$ cat config.mk
export PLATFORM = sky130hd
export DESIGN_NAME = l2_front_top
export DESIGN_NICKNAME = d
export VERILOG_FILES = /design/src/common/l2_pkg.sv /design/src/source/l2_front_top.sv /design/src/l2_front/l2_input_decoder.sv /design/src/l2_front/l2_flush_walker.sv /design/src/source/l2_req_tracker.sv
export VERILOG_INCLUDE_DIRS = /design/src /design/src/common
export SDC_FILE = /design/constraint.sdc
export NUM_CORES = 1
export LEC_CHECK = 0
export BUFFER_PORTS_ARGS = -buffer_cell sky130_fd_sc_hd__buf_2
export CORE_UTILIZATION = 45
export CTS_BUF_LIST = sky130_fd_sc_hd__clkbuf_8
export DETAILED_ROUTE_END_ITERATION = 10
export GPL_TIMING_DRIVEN = 0
export PLACE_DENSITY = 0.92
export SLEW_MARGIN = 20
export SYNTH_ARGS = -nofsm -noshare
export SYNTH_HDL_FRONTEND = slang
export SYNTH_SLANG_ARGS = --single-unit
$ cat constraint.sdc
create_clock -name clk -period 4.5 [get_ports clk]
set_input_delay 0.675 -clock clk [delete_from_list [all_inputs] [get_ports clk]]
set_output_delay 0.675 -clock clk [all_outputs]
set_load 0.05 [all_outputs]
$ cat src/common/l2_consts.svh
`ifndef L2_CONSTS_SVH
`define L2_CONSTS_SVH

`define ADDR_BITS 32
`define OFFSET_BITS 4 // a line is 4 words of 4 bytes.
`define W_OFF_BITS 2
`define B_OFF_BITS 2
`define LINE_ADDR_BITS (`ADDR_BITS - `OFFSET_BITS)

`define L2_SET_BITS 4
`define L2_SETS 16
`define L2_TAG_BITS (`ADDR_BITS - `OFFSET_BITS - `L2_SET_BITS)

`define L2_WAY_BITS 2
`define L2_WAYS 4

`define REQS_BITS 2
`define N_REQS 4

// bit ranges of a full byte address.
`define TAG_RANGE_HI 31
`define L2_TAG_RANGE_LO 8
`define L2_SET_RANGE_HI 7
`define SET_RANGE_LO 4
`define W_OFF_RANGE_HI 3
`define W_OFF_RANGE_LO 2
`define B_OFF_RANGE_HI 1
`define B_OFF_RANGE_LO 0

`endif
$ cat src/common/l2_pkg.sv
`include "l2_consts.svh"

package l2_pkg;

    typedef logic [`ADDR_BITS-1:0] addr_t;

    typedef logic [`LINE_ADDR_BITS-1:0] line_addr_t; // byte address without the offset.

    typedef logic [`L2_TAG_BITS-1:0] l2_tag_t;

    // one extra bit so the counters can reach L2_SETS and L2_WAYS.
    typedef logic [`L2_SET_BITS:0] l2_set_t;

    typedef logic [`L2_WAY_BITS:0] l2_way_t;

    typedef logic [`W_OFF_BITS-1:0] w_off_t;

    typedef logic [`B_OFF_BITS-1:0] b_off_t;

    typedef logic [`REQS_BITS:0] reqs_cnt_t; // counts 0 to N_REQS.

    typedef enum logic [2:0] {
        op_flush,
        op_rsp,
        op_fwd,
        op_flush_step,
        op_cpu_req
    } l2_op_t;

endpackage

$ cat src/source/l2_front_top.sv
`timescale 1ns/100ps

module l2_front_top import l2_pkg::*; (
    input  logic       clk,
    input  logic       rst,
    input  logic       flush_valid,
    output logic       flush_ready,
    input  logic       rsp_valid,
    output logic       rsp_ready,
    input  line_addr_t rsp_addr,
    input  logic       fwd_valid,
    output logic       fwd_ready,
    input  line_addr_t fwd_addr,
    input  logic       cpu_valid,
    output logic       cpu_ready,
    input  addr_t      cpu_addr,
    input  logic       fwd_stall,
    input  logic       fwd_stall_ended,
    input  logic       set_conflict,
    input  logic       evict_stall,
    input  logic       ongoing_atomic,
    output logic       dispatch_valid,
    input  logic       dispatch_ready,
    output l2_op_t     dispatch_op,
    output l2_tag_t    line_tag,
    output l2_set_t    line_set,
    output line_addr_t cpu_line_addr,
    output l2_tag_t    cpu_tag,
    output l2_set_t    cpu_set,
    output w_off_t     cpu_w_off,
    output b_off_t     cpu_b_off,
    output l2_set_t    step_set,
    output l2_way_t    step_way,
    output logic       fwd_replay,
    output logic       cpu_replay,
    output logic       flush_done,
    output reqs_cnt_t  free_slots
);

    logic    start_flush, incr_set, clr_way, clr_set, end_flush, flush_step;
    logic    alloc_slot, free_slot;
    logic    ongoing_flush;
    l2_set_t flush_set;
    l2_way_t flush_way;

    l2_input_decoder u_decoder (
        .clk, .rst,
        .flush_valid, .rsp_valid, .fwd_valid, .cpu_valid,
        .rsp_addr, .fwd_addr, .cpu_addr,
        .fwd_stall, .fwd_stall_ended, .set_conflict, .evict_stall, .ongoing_atomic,
        .reqs_cnt      (free_slots),
        .ongoing_flush, .flush_set, .flush_way,
        .dispatch_ready,
        .flush_ready, .rsp_ready, .fwd_ready, .cpu_ready,
        .dispatch_valid, .dispatch_op,
        .line_tag, .cpu_tag, .line_set, .cpu_set, .step_set, .step_way,
        .cpu_line_addr, .cpu_w_off, .cpu_b_off,
        .fwd_replay, .cpu_replay, .flush_done,
        .start_flush, .incr_set, .clr_way, .clr_set, .end_flush, .flush_step,
        .alloc_slot, .free_slot
    );

    l2_flush_walker u_walker (
        .clk, .rst,
        .start_flush, .incr_set, .clr_way, .clr_set, .end_flush,
        .step          (flush_step),
        .ongoing_flush, .flush_set, .flush_way
    );

    l2_req_tracker u_tracker (
        .clk, .rst,
        .alloc_slot, .free_slot,
        .reqs_cnt      (free_slots) // the count is shown directly on the port.
    );

endmodule

$ cat src/l2_front/l2_input_decoder.sv
`timescale 1ns/100ps
`include "l2_consts.svh"

module l2_input_decoder import l2_pkg::*; (
    input  logic       clk,
    input  logic       rst,
    input  logic       flush_valid,
    input  logic       rsp_valid,
    input  logic       fwd_valid,
    input  logic       cpu_valid,
    input  line_addr_t rsp_addr,
    input  line_addr_t fwd_addr,
    input  addr_t      cpu_addr,
    input  logic       fwd_stall,
    input  logic       fwd_stall_ended,
    input  logic       set_conflict,
    input  logic       evict_stall,
    input  logic       ongoing_atomic,
    input  reqs_cnt_t  reqs_cnt,
    input  logic       ongoing_flush,
    input  l2_set_t    flush_set,
    input  l2_way_t    flush_way,
    input  logic       dispatch_ready,
    output logic       flush_ready,
    output logic       rsp_ready,
    output logic       fwd_ready,
    output logic       cpu_ready,
    output logic       dispatch_valid,
    output l2_op_t     dispatch_op,
    output l2_tag_t    line_tag,
    output l2_tag_t    cpu_tag,
    output l2_set_t    line_set,
    output l2_set_t    cpu_set,
    output l2_set_t    step_set,
    output l2_way_t    step_way,
    output line_addr_t cpu_line_addr,
    output w_off_t     cpu_w_off,
    output b_off_t     cpu_b_off,
    output logic       fwd_replay,
    output logic       cpu_replay,
    output logic       flush_done,
    output logic       start_flush,
    output logic       incr_set,
    output logic       clr_way,
    output logic       clr_set,
    output logic       end_flush,
    output logic       flush_step,
    output logic       alloc_slot,
    output logic       free_slot
);

    logic    decode_en;
    logic    do_flush, do_rsp, do_fwd, do_step, do_cpu;
    logic    dispatch_next;
    l2_op_t  op_next;
    l2_tag_t line_tag_next;
    l2_set_t line_set_next;

    assign decode_en = !dispatch_valid || dispatch_ready; // stage is empty or being taken.

    always_comb begin
        do_flush = 1'b0;
        do_rsp = 1'b0;
        do_fwd = 1'b0;
        do_step = 1'b0;
        do_cpu = 1'b0;
        fwd_replay = 1'b0;
        cpu_replay = 1'b0;
        incr_set = 1'b0;
        clr_way = 1'b0;
        clr_set = 1'b0;
        end_flush = 1'b0;
        op_next = dispatch_op;
        if (decode_en) begin
            if (flush_valid && reqs_cnt == reqs_cnt_t'(`N_REQS)) begin
                do_flush = 1'b1; // only with every slot free.
                op_next = op_flush;
            end else if (rsp_valid) begin
                do_rsp = 1'b1;
                op_next = op_rsp;
            end else if ((fwd_valid && !fwd_stall) || fwd_stall_ended) begin
                do_fwd = 1'b1;
                fwd_replay = fwd_stall;
                op_next = op_fwd;
            end else if (ongoing_flush) begin
                if (flush_set < `L2_SETS) begin
                    if (flush_way < `L2_WAYS) begin
                        if (!fwd_valid && reqs_cnt != '0) begin
                            do_step = 1'b1;
                            op_next = op_flush_step;
                        end
                    end else begin
                        incr_set = 1'b1; // last way done, nothing dispatched this cycle.
                        clr_way = 1'b1;
                    end
                end else begin
                    clr_set = 1'b1;
                    clr_way = 1'b1;
                    end_flush = 1'b1;
                end
            end else if ((cpu_valid || set_conflict) && !evict_stall &&
                         (reqs_cnt != '0 || ongoing_atomic)) begin
                do_cpu = 1'b1;
                cpu_replay = set_conflict;
                op_next = op_cpu_req;
            end
        end
    end

    assign flush_ready = do_flush;
    assign rsp_ready = do_rsp;
    assign fwd_ready = do_fwd && !fwd_stall; // a replayed forward was already taken.
    assign cpu_ready = do_cpu && !set_conflict;
    assign flush_done = end_flush;
    assign start_flush = do_flush;
    assign flush_step = do_step;
    assign alloc_slot = (do_cpu && !ongoing_atomic) || do_step;
    assign free_slot = do_rsp;
    assign dispatch_next = do_flush || do_rsp || do_fwd || do_step || do_cpu;

    always_comb begin
        if (do_rsp) begin
            line_tag_next = rsp_addr[`LINE_ADDR_BITS-1:`L2_SET_BITS];
            line_set_next = l2_set_t'(rsp_addr[`L2_SET_BITS-1:0]);
        end else if (do_fwd) begin
            line_tag_next = fwd_addr[`LINE_ADDR_BITS-1:`L2_SET_BITS];
            line_set_next = l2_set_t'(fwd_addr[`L2_SET_BITS-1:0]);
        end else begin
            line_tag_next = '0;
            line_set_next = '0;
        end
    end

    always_ff @(posedge clk or negedge rst) begin
        if (!rst) begin
            dispatch_valid <= 1'b0;
            dispatch_op <= op_flush;
        end else if (decode_en) begin
            dispatch_valid <= dispatch_next;
            dispatch_op <= op_next;
        end
    end

    always_ff @(posedge clk) begin
        if (decode_en) begin
            line_tag <= line_tag_next;
            line_set <= line_set_next;
            cpu_line_addr <= cpu_addr[`TAG_RANGE_HI:`SET_RANGE_LO];
            cpu_tag <= cpu_addr[`TAG_RANGE_HI:`L2_TAG_RANGE_LO];
            cpu_set <= l2_set_t'(cpu_addr[`L2_SET_RANGE_HI:`SET_RANGE_LO]);
            cpu_w_off <= cpu_addr[`W_OFF_RANGE_HI:`W_OFF_RANGE_LO];
            cpu_b_off <= cpu_addr[`B_OFF_RANGE_HI:`B_OFF_RANGE_LO];
            step_set <= flush_set; // counters advance on the same edge.
            step_way <= flush_way;
        end
    end

endmodule

$ cat src/l2_front/l2_flush_walker.sv
`timescale 1ns/100ps

module l2_flush_walker import l2_pkg::*; (
    input  logic    clk,
    input  logic    rst,
    input  logic    start_flush,
    input  logic    incr_set,
    input  logic    clr_way,
    input  logic    clr_set,
    input  logic    end_flush,
    input  logic    step,
    output logic    ongoing_flush,
    output l2_set_t flush_set,
    output l2_way_t flush_way
);

    always_ff @(posedge clk or negedge rst) begin
        if (!rst) begin
            ongoing_flush <= 1'b0;
        end else if (start_flush) begin
            ongoing_flush <= 1'b1;
        end else if (end_flush) begin
            ongoing_flush <= 1'b0;
        end
    end

    // set index walks 0 to L2_SETS, the last value marks the end of the walk.
    always_ff @(posedge clk or negedge rst) begin
        if (!rst) begin
            flush_set <= '0;
        end else if (clr_set) begin
            flush_set <= '0;
        end else if (incr_set) begin
            flush_set <= flush_set + 1'b1;
        end
    end

    always_ff @(posedge clk or negedge rst) begin
        if (!rst) begin
            flush_way <= '0;
        end else if (clr_way) begin
            flush_way <= '0;
        end else if (step) begin
            flush_way <= flush_way + 1'b1; // one way per dispatched step.
        end
    end

endmodule

$ cat src/source/l2_req_tracker.sv
`timescale 1ns/100ps
`include "l2_consts.svh"

module l2_req_tracker import l2_pkg::*; (
    input  logic      clk,
    input  logic      rst,
    input  logic      alloc_slot,
    input  logic      free_slot,
    output reqs_cnt_t reqs_cnt
);

    reqs_cnt_t cnt_next;

    always_comb begin
        cnt_next = reqs_cnt;
        case ({alloc_slot, free_slot})
            2'b10: begin
                if (reqs_cnt != '0) begin
                    cnt_next = reqs_cnt - 1'b1;
                end
            end
            2'b01: begin
                if (reqs_cnt != reqs_cnt_t'(`N_REQS)) begin
                    cnt_next = reqs_cnt + 1'b1; // an unmatched response leaves it full.
                end
            end
            default: begin
                cnt_next = reqs_cnt; // both or neither cancel out.
            end
        endcase
    end

    always_ff @(posedge clk or negedge rst) begin
        if (!rst) begin
            reqs_cnt <= reqs_cnt_t'(`N_REQS);
        end else begin
            reqs_cnt <= cnt_next;
        end
    end

endmodule

; ---- After elaboration in Yosys (flattened, before gate mapping)
; Cells that the tools add are included.
; Widths: inputs -> output; s select.
[word_totals]
input_bits = 100
out_inout_bits = 112
reg_bits = 113
[classes]
add_sub_neg = 4
reduce_logical = 31
n_eq_ne = 9
order_cmp = 2
mux = 73
[ops]
columns = operator, n
row1 = $mux 1, 54
row2 = $mux 24, 2
row3 = $mux 3, 12
row4 = $ne 5x5->1 const B, 3
row5 = $mux 5, 2
row6 = $logic_or 1x1->1, 9
row7 = $logic_and 1x1->1, 8
row8 = $mux 4, 2
row9 = $reduce_bool 2->1, 4
row10 = $add 3x1->3 const B, 2
row11 = $logic_not 1->1, 6
row12 = $pmux 3 s2, 1
row13 = $add 5x1->5 const B, 1
row14 = $lt 5x5->1 const B, 1
row15 = $reduce_and 5->1, 1
row16 = $reduce_bool 5->1, 1
row17 = $eq 3x3->1 const B, 1
row18 = $lt 3x3->1 const B, 1
row19 = $ne 3x3->1 const B, 1
row20 = $reduce_and 3->1, 1
row21 = $reduce_bool 3->1, 1
row22 = $sub 3x1->3 const B, 1
row23 = $eq 2x1->1 const B, 1
row24 = $eq 2x2->1 const B, 1
row25 = 2 further kinds, 2

; ---- Depth between registers and ports, before layout
[logic_depth]
word_depth = 14
depth_mapped = 11

; ---- Modules after synthesis
; Synthesis repeated with hierarchy kept, for this count alone.
[unflattened]
cells_unflattened = 256
area_unflattened_um2 = 3717.3
[modules_own_cells]
columns = module, cells_each, n_inst, area_per_inst_um2
row1 = l2_input_decoder, 192, 1, 2987.9
row2 = l2_flush_walker, 36, 1, 445.4
row3 = l2_req_tracker, 28, 1, 284.0

; ---- Worst setup path before layout
; No wires, ideal clock.
[synth_timing]
path_kind = flip-flop to flip-flop
start = register u_decoder.dispatch_valid
end = register u_tracker.reqs_cnt[2]
synth_period_minus_slack_ns = 4.083
setup_slack_ns = 0.417
arrival_ns = 4.007
path_buffers = 3
path_stages_with_launch = 12
required_time_ns = 4.425
setup_time_ns = 0.075
path_cell_list = dfrtp_1 > nor2b_1 > buf_4 > inv_1 > and3_1 > clkbuf_1 > buf_2 > inv_1 > fa_1 > xor2_1 > a21oi_1 > xnor2_1
[synth_rtl]
columns = item, line
row1 = start: declaration, l2_input_decoder.sv:28  ; output logic dispatch_valid,
row2 = start signal: assignment, l2_input_decoder.sv:139  ; dispatch_valid <= dispatch_next;
row3 = $logic_not 1->1 (*), l2_input_decoder.sv:59  ; assign decode_en = !dispatch_valid || dispatch_ready;
row4 = $logic_or 1x1->1 (*), l2_input_decoder.sv:59
row5 = named net u_decoder.decode_en, l2_input_decoder.sv:52  ; logic decode_en;
row6 = $mux 1 (*), l2_input_decoder.sv:74  ; if (decode_en) begin
row7 = named net rsp_ready, l2_front_top.sv:9  ; output logic rsp_ready,
row8 = $eq 2x1->1 / $eq 2x2->1 (equally long branches), l2_req_tracker.sv:16  ; case ({alloc_slot, free_slot})
row9 = "$ne 2x1->1 (no source line), or another cell as far along", n/a
row10 = $reduce_and 3->1 (no source line), n/a
row11 = end signal: assignment, l2_req_tracker.sv:35  ; reqs_cnt <= reqs_cnt_t'(`N_REQS);
row12 = end signal: assignment, l2_req_tracker.sv:37  ; reqs_cnt <= cnt_next;
row13 = end: declaration, l2_req_tracker.sv:9  ; output reqs_cnt_t reqs_cnt
; The timed path passes the listed nets; every way through them passes the cells marked *.
; A chain may end at the register's enable or synchronous reset.

; ---- Worst setup path after layout
[layout_timing]
start = register u_decoder.dispatch_valid
end = output port fwd_ready
[layout_via]
elab_chain_cells = 4
[layout_rtl]
columns = item, line
row1 = $logic_not 1->1, l2_input_decoder.sv:59
row2 = $logic_or 1x1->1, l2_input_decoder.sv:59
row3 = $mux 1, l2_input_decoder.sv:74
row4 = $logic_and 1x1->1, l2_input_decoder.sv:112  ; assign fwd_ready = do_fwd && !fwd_stall;
row5 = end: declaration, l2_front_top.sv:12  ; output logic fwd_ready,
; Every way passes these cells.

==> metrics <==
status finished clean; Vias per Instance 4.95; crit path capture type output port; Routed WL per cell 15.8 µm; Vias 2875; Clock Sinks 84; flop2flop setup slack 1.76 ns; final core utilization 64.7%; placed inst area 0.00481 mm²; dpl cells 565; crit path kind flop to output port; Reg-to-Reg Start u_decoder.dispatch_valid; first-pass GRT wire length 13.5 mm; Routed WL 9.17 mm; critical path's largest stage delay 0.41 ns; # hold bufs at CTS 0; CTS root buf clkbuf_8; H-tree Lvls 3; Initial Util 46.6%; DIE AREA 0.00841 mm²; syn avg cell area 14.3 µm²; worst setup margin 1.37 ns; required time of the worst setup path 3.83 ns; Place WS 1.43 ns; Core ar. 0.00777 mm²; Final min period 3.13 ns; CP cell instances nor2b_1 -> buf_4 -> nor3_4 -> nor2b_1 -> buf_2 -> and2_1 -> buf_2; FF+latch area 0.00244 mm²; cell taking the most area after synthesis edfxtp_1; Filler cells 588; post-cts repair resize count 0; Rows 32; most frequent cells in the layout buf_2, edfxtp_1, buf_4; CTS Buf Count 9; layout cell share with drive strength beyond 1 57.4%; Area growth syn-to-layout 38.8%; critical path's slowest cell dfrtp_1; initial antenna violation count 0; Seq/Total Area, Yosys 67.5%; Total Neg Setup Slack 0 ns; worst reg2reg endpoint u_tracker.reqs_cnt[2]; post-synthesis cell count 253; Non-Filler Instances 581; Clock Tree Buf Depth 2; RSZ-0062 raised after global routing false; arrival time worst endpoint 2.45 ns; TritonCTS clock tree done; ys flop type edfxtp_1; number of synthesized flops with an enable pin 68; initial DRC count 83; RePlAce Congestion 0.850; # diodes 0; final slew viol count 0; commonest non-fill, non-tap cell in the layout buf_2; R2R depth 11; nets@finish 577; Peak Freq 0.320 GHz; Netlist cell types 46; Clock Latency Late Sink 0.33 ns; Tcrit/Tclk final 69.5%; DRT antenna net count 0; Multi-input gate area 867 µm²; Syn Std Cell Area 0.00362 mm²; HPWL Detailed 7.15 mm; MaxCap Viol Count 0; Worst Skew 0.00778 ns; Buffers on Ports 208; Final setup viols 0; Die Height 91.7 µm; First-pass DRT Iterations 4; die width 91.7 µm; yosys warns 0; Synth top area share 56.4%; synth top area cells edfxtp_1, dfrtp_1, a22o_1; startpoint type of the worst setup path flop; Max VDD drop 0.406 mV; total grt overflow 0; crit-path leading delay family simple AND/OR/NAND/NOR gates; synthesis-stage register bit count 84; drt drc 0; IO Pins 212; asr flop ratio synth 19.0%; Worst-path clk slew 0.08 ns; Post-CTS Setup Bufs 0; final hold viol count 0; largest net degree at the start of global routing 43; Leak 2.37 nW; critical-path maximum fanout 10; vias in the first global route 2732; fin area 0.00502 mm²; Critical path buffers and inverters 3; class of the worst hold path input port to asynchronous set/reset pin; Total GRT Usage 21.3%; Power Density 503 mW/mm²
[logic make-up (layout without fill, tap and decap cells)]
group                      after synthesis  in the layout  share of synthesized area (%)
DFF                                     84             84                           67.5
muxes                                    1              1                          0.415
and+or+nand+nor                         56             56                           9.33
other                                    1              2                          0.104
adders and majority gates                3              3                           1.24
buffers and inverters                   50            275                           8.64
AOI/OAI and AO/OA                       55             55                           12.0
xor gates and xnor gates                 3              3                          0.726
[per-stage QoR]
step | power, W | hold slack (ns)
global route | 0.00264 | 0.241
global placement | 0.00195 | 0.428
floorplan | 0.00175 | 0.379
finish | 0.00253 | 0.241
CTS | 0.00255 | 0.235
detailed placement | 0.00199 | 0.433
[worst reg2reg max path, cell delays in order (launching register included)]
cell and delay [ns]:
dfrtp_1 0.41, nor2b_1 0.14, buf_4 0.16, inv_4 0.31, and3_1 0.24, clkbuf_1 0.20, buf_2 0.28, inv_1 0.08
fa_1 0.38, xor2_1 0.17, a21oi_1 0.17, xnor2_1 0.14
[cell type report]
class / count / share of cell area, %
sequential: 84 / 48.6
clock buffer: 9 / 2.47
inverter: 9 / 0.722
buffer: 41 / 5.55
multi-input combinational: 120 / 17.3
clock inverter: 7 / 1.69
timing repair buffer: 209 / 21.1
tap: 102 / 2.54
[registers in the layout (all words and copies together), names as in the netlist]
signal / cells
u_decoder.cpu_line_addr: 27
u_decoder.dispatch_valid: 1
u_decoder.cpu_w_off: 2
u_decoder.line_tag: 24
u_walker.flush_set: 5
u_tracker.reqs_cnt: 3
u_decoder.cpu_b_off: 2
u_decoder.line_set: 4
u_decoder.cpu_tag: 1
u_walker.flush_way: 3
u_decoder.step_set: 5
u_decoder.dispatch_op: 3
u_walker.ongoing_flush: 1
u_decoder.step_way: 3
[where the power goes]
group          total (W)  internal, W  switching, W
Combinational   0.000902     0.000267      0.000635
Clock           0.000555     0.000307      0.000248
Sequential       0.00107     0.000979     0.0000935
[layer usage]
metal  routed length (µm)  vias to the layer above  global-route usage [%]  part of all wire [%]
met5                    0                        -                       0                     0
met4                   46                        0                    6.48                  0.50
met3                  561                        4                    5.22                   6.1
met2                 5150                      126                    39.7                    56
met1                 3410                     1388                    23.8                    37
li1                     -                     1357                       -                     -
[cells in the mapped netlist, types with 2 or more instances]
library cell  number
nor3_1             2
nand2_2            2
o21ai_1            4
nor2_1            11
inv_1              9
buf_2              6
a22o_1            30
a31oi_1            2
nor2b_1            5
a21oi_1            5
xor2_1             2
buf_4             31
nand2_1           13
clkbuf_1           3
edfxtp_1          68
and3_1             2
nand4_1            2
nand3_1            4
dfrtp_1           15
ha_1               2
nor4_2             3
o21ai_0            4
and2_1             5
[how the worst max path moves through the flow]
stage / from / to / slack, ns / cells past startpoint
floorplan: u_decoder.dispatch_valid / u_tracker.reqs_cnt[2] / 0.42 / 11
global placement: dispatch_ready / u_tracker.reqs_cnt[2] / -0.18 / 12
detailed placement: dispatch_ready / fwd_ready / 1.43 / 8
CTS: u_decoder.dispatch_valid / fwd_ready / 1.34 / 7
global route: u_decoder.dispatch_valid / fwd_ready / 1.25 / 7
finish: u_decoder.dispatch_valid / fwd_ready / 1.37 / 7
(Power assumes the default switching activity.)
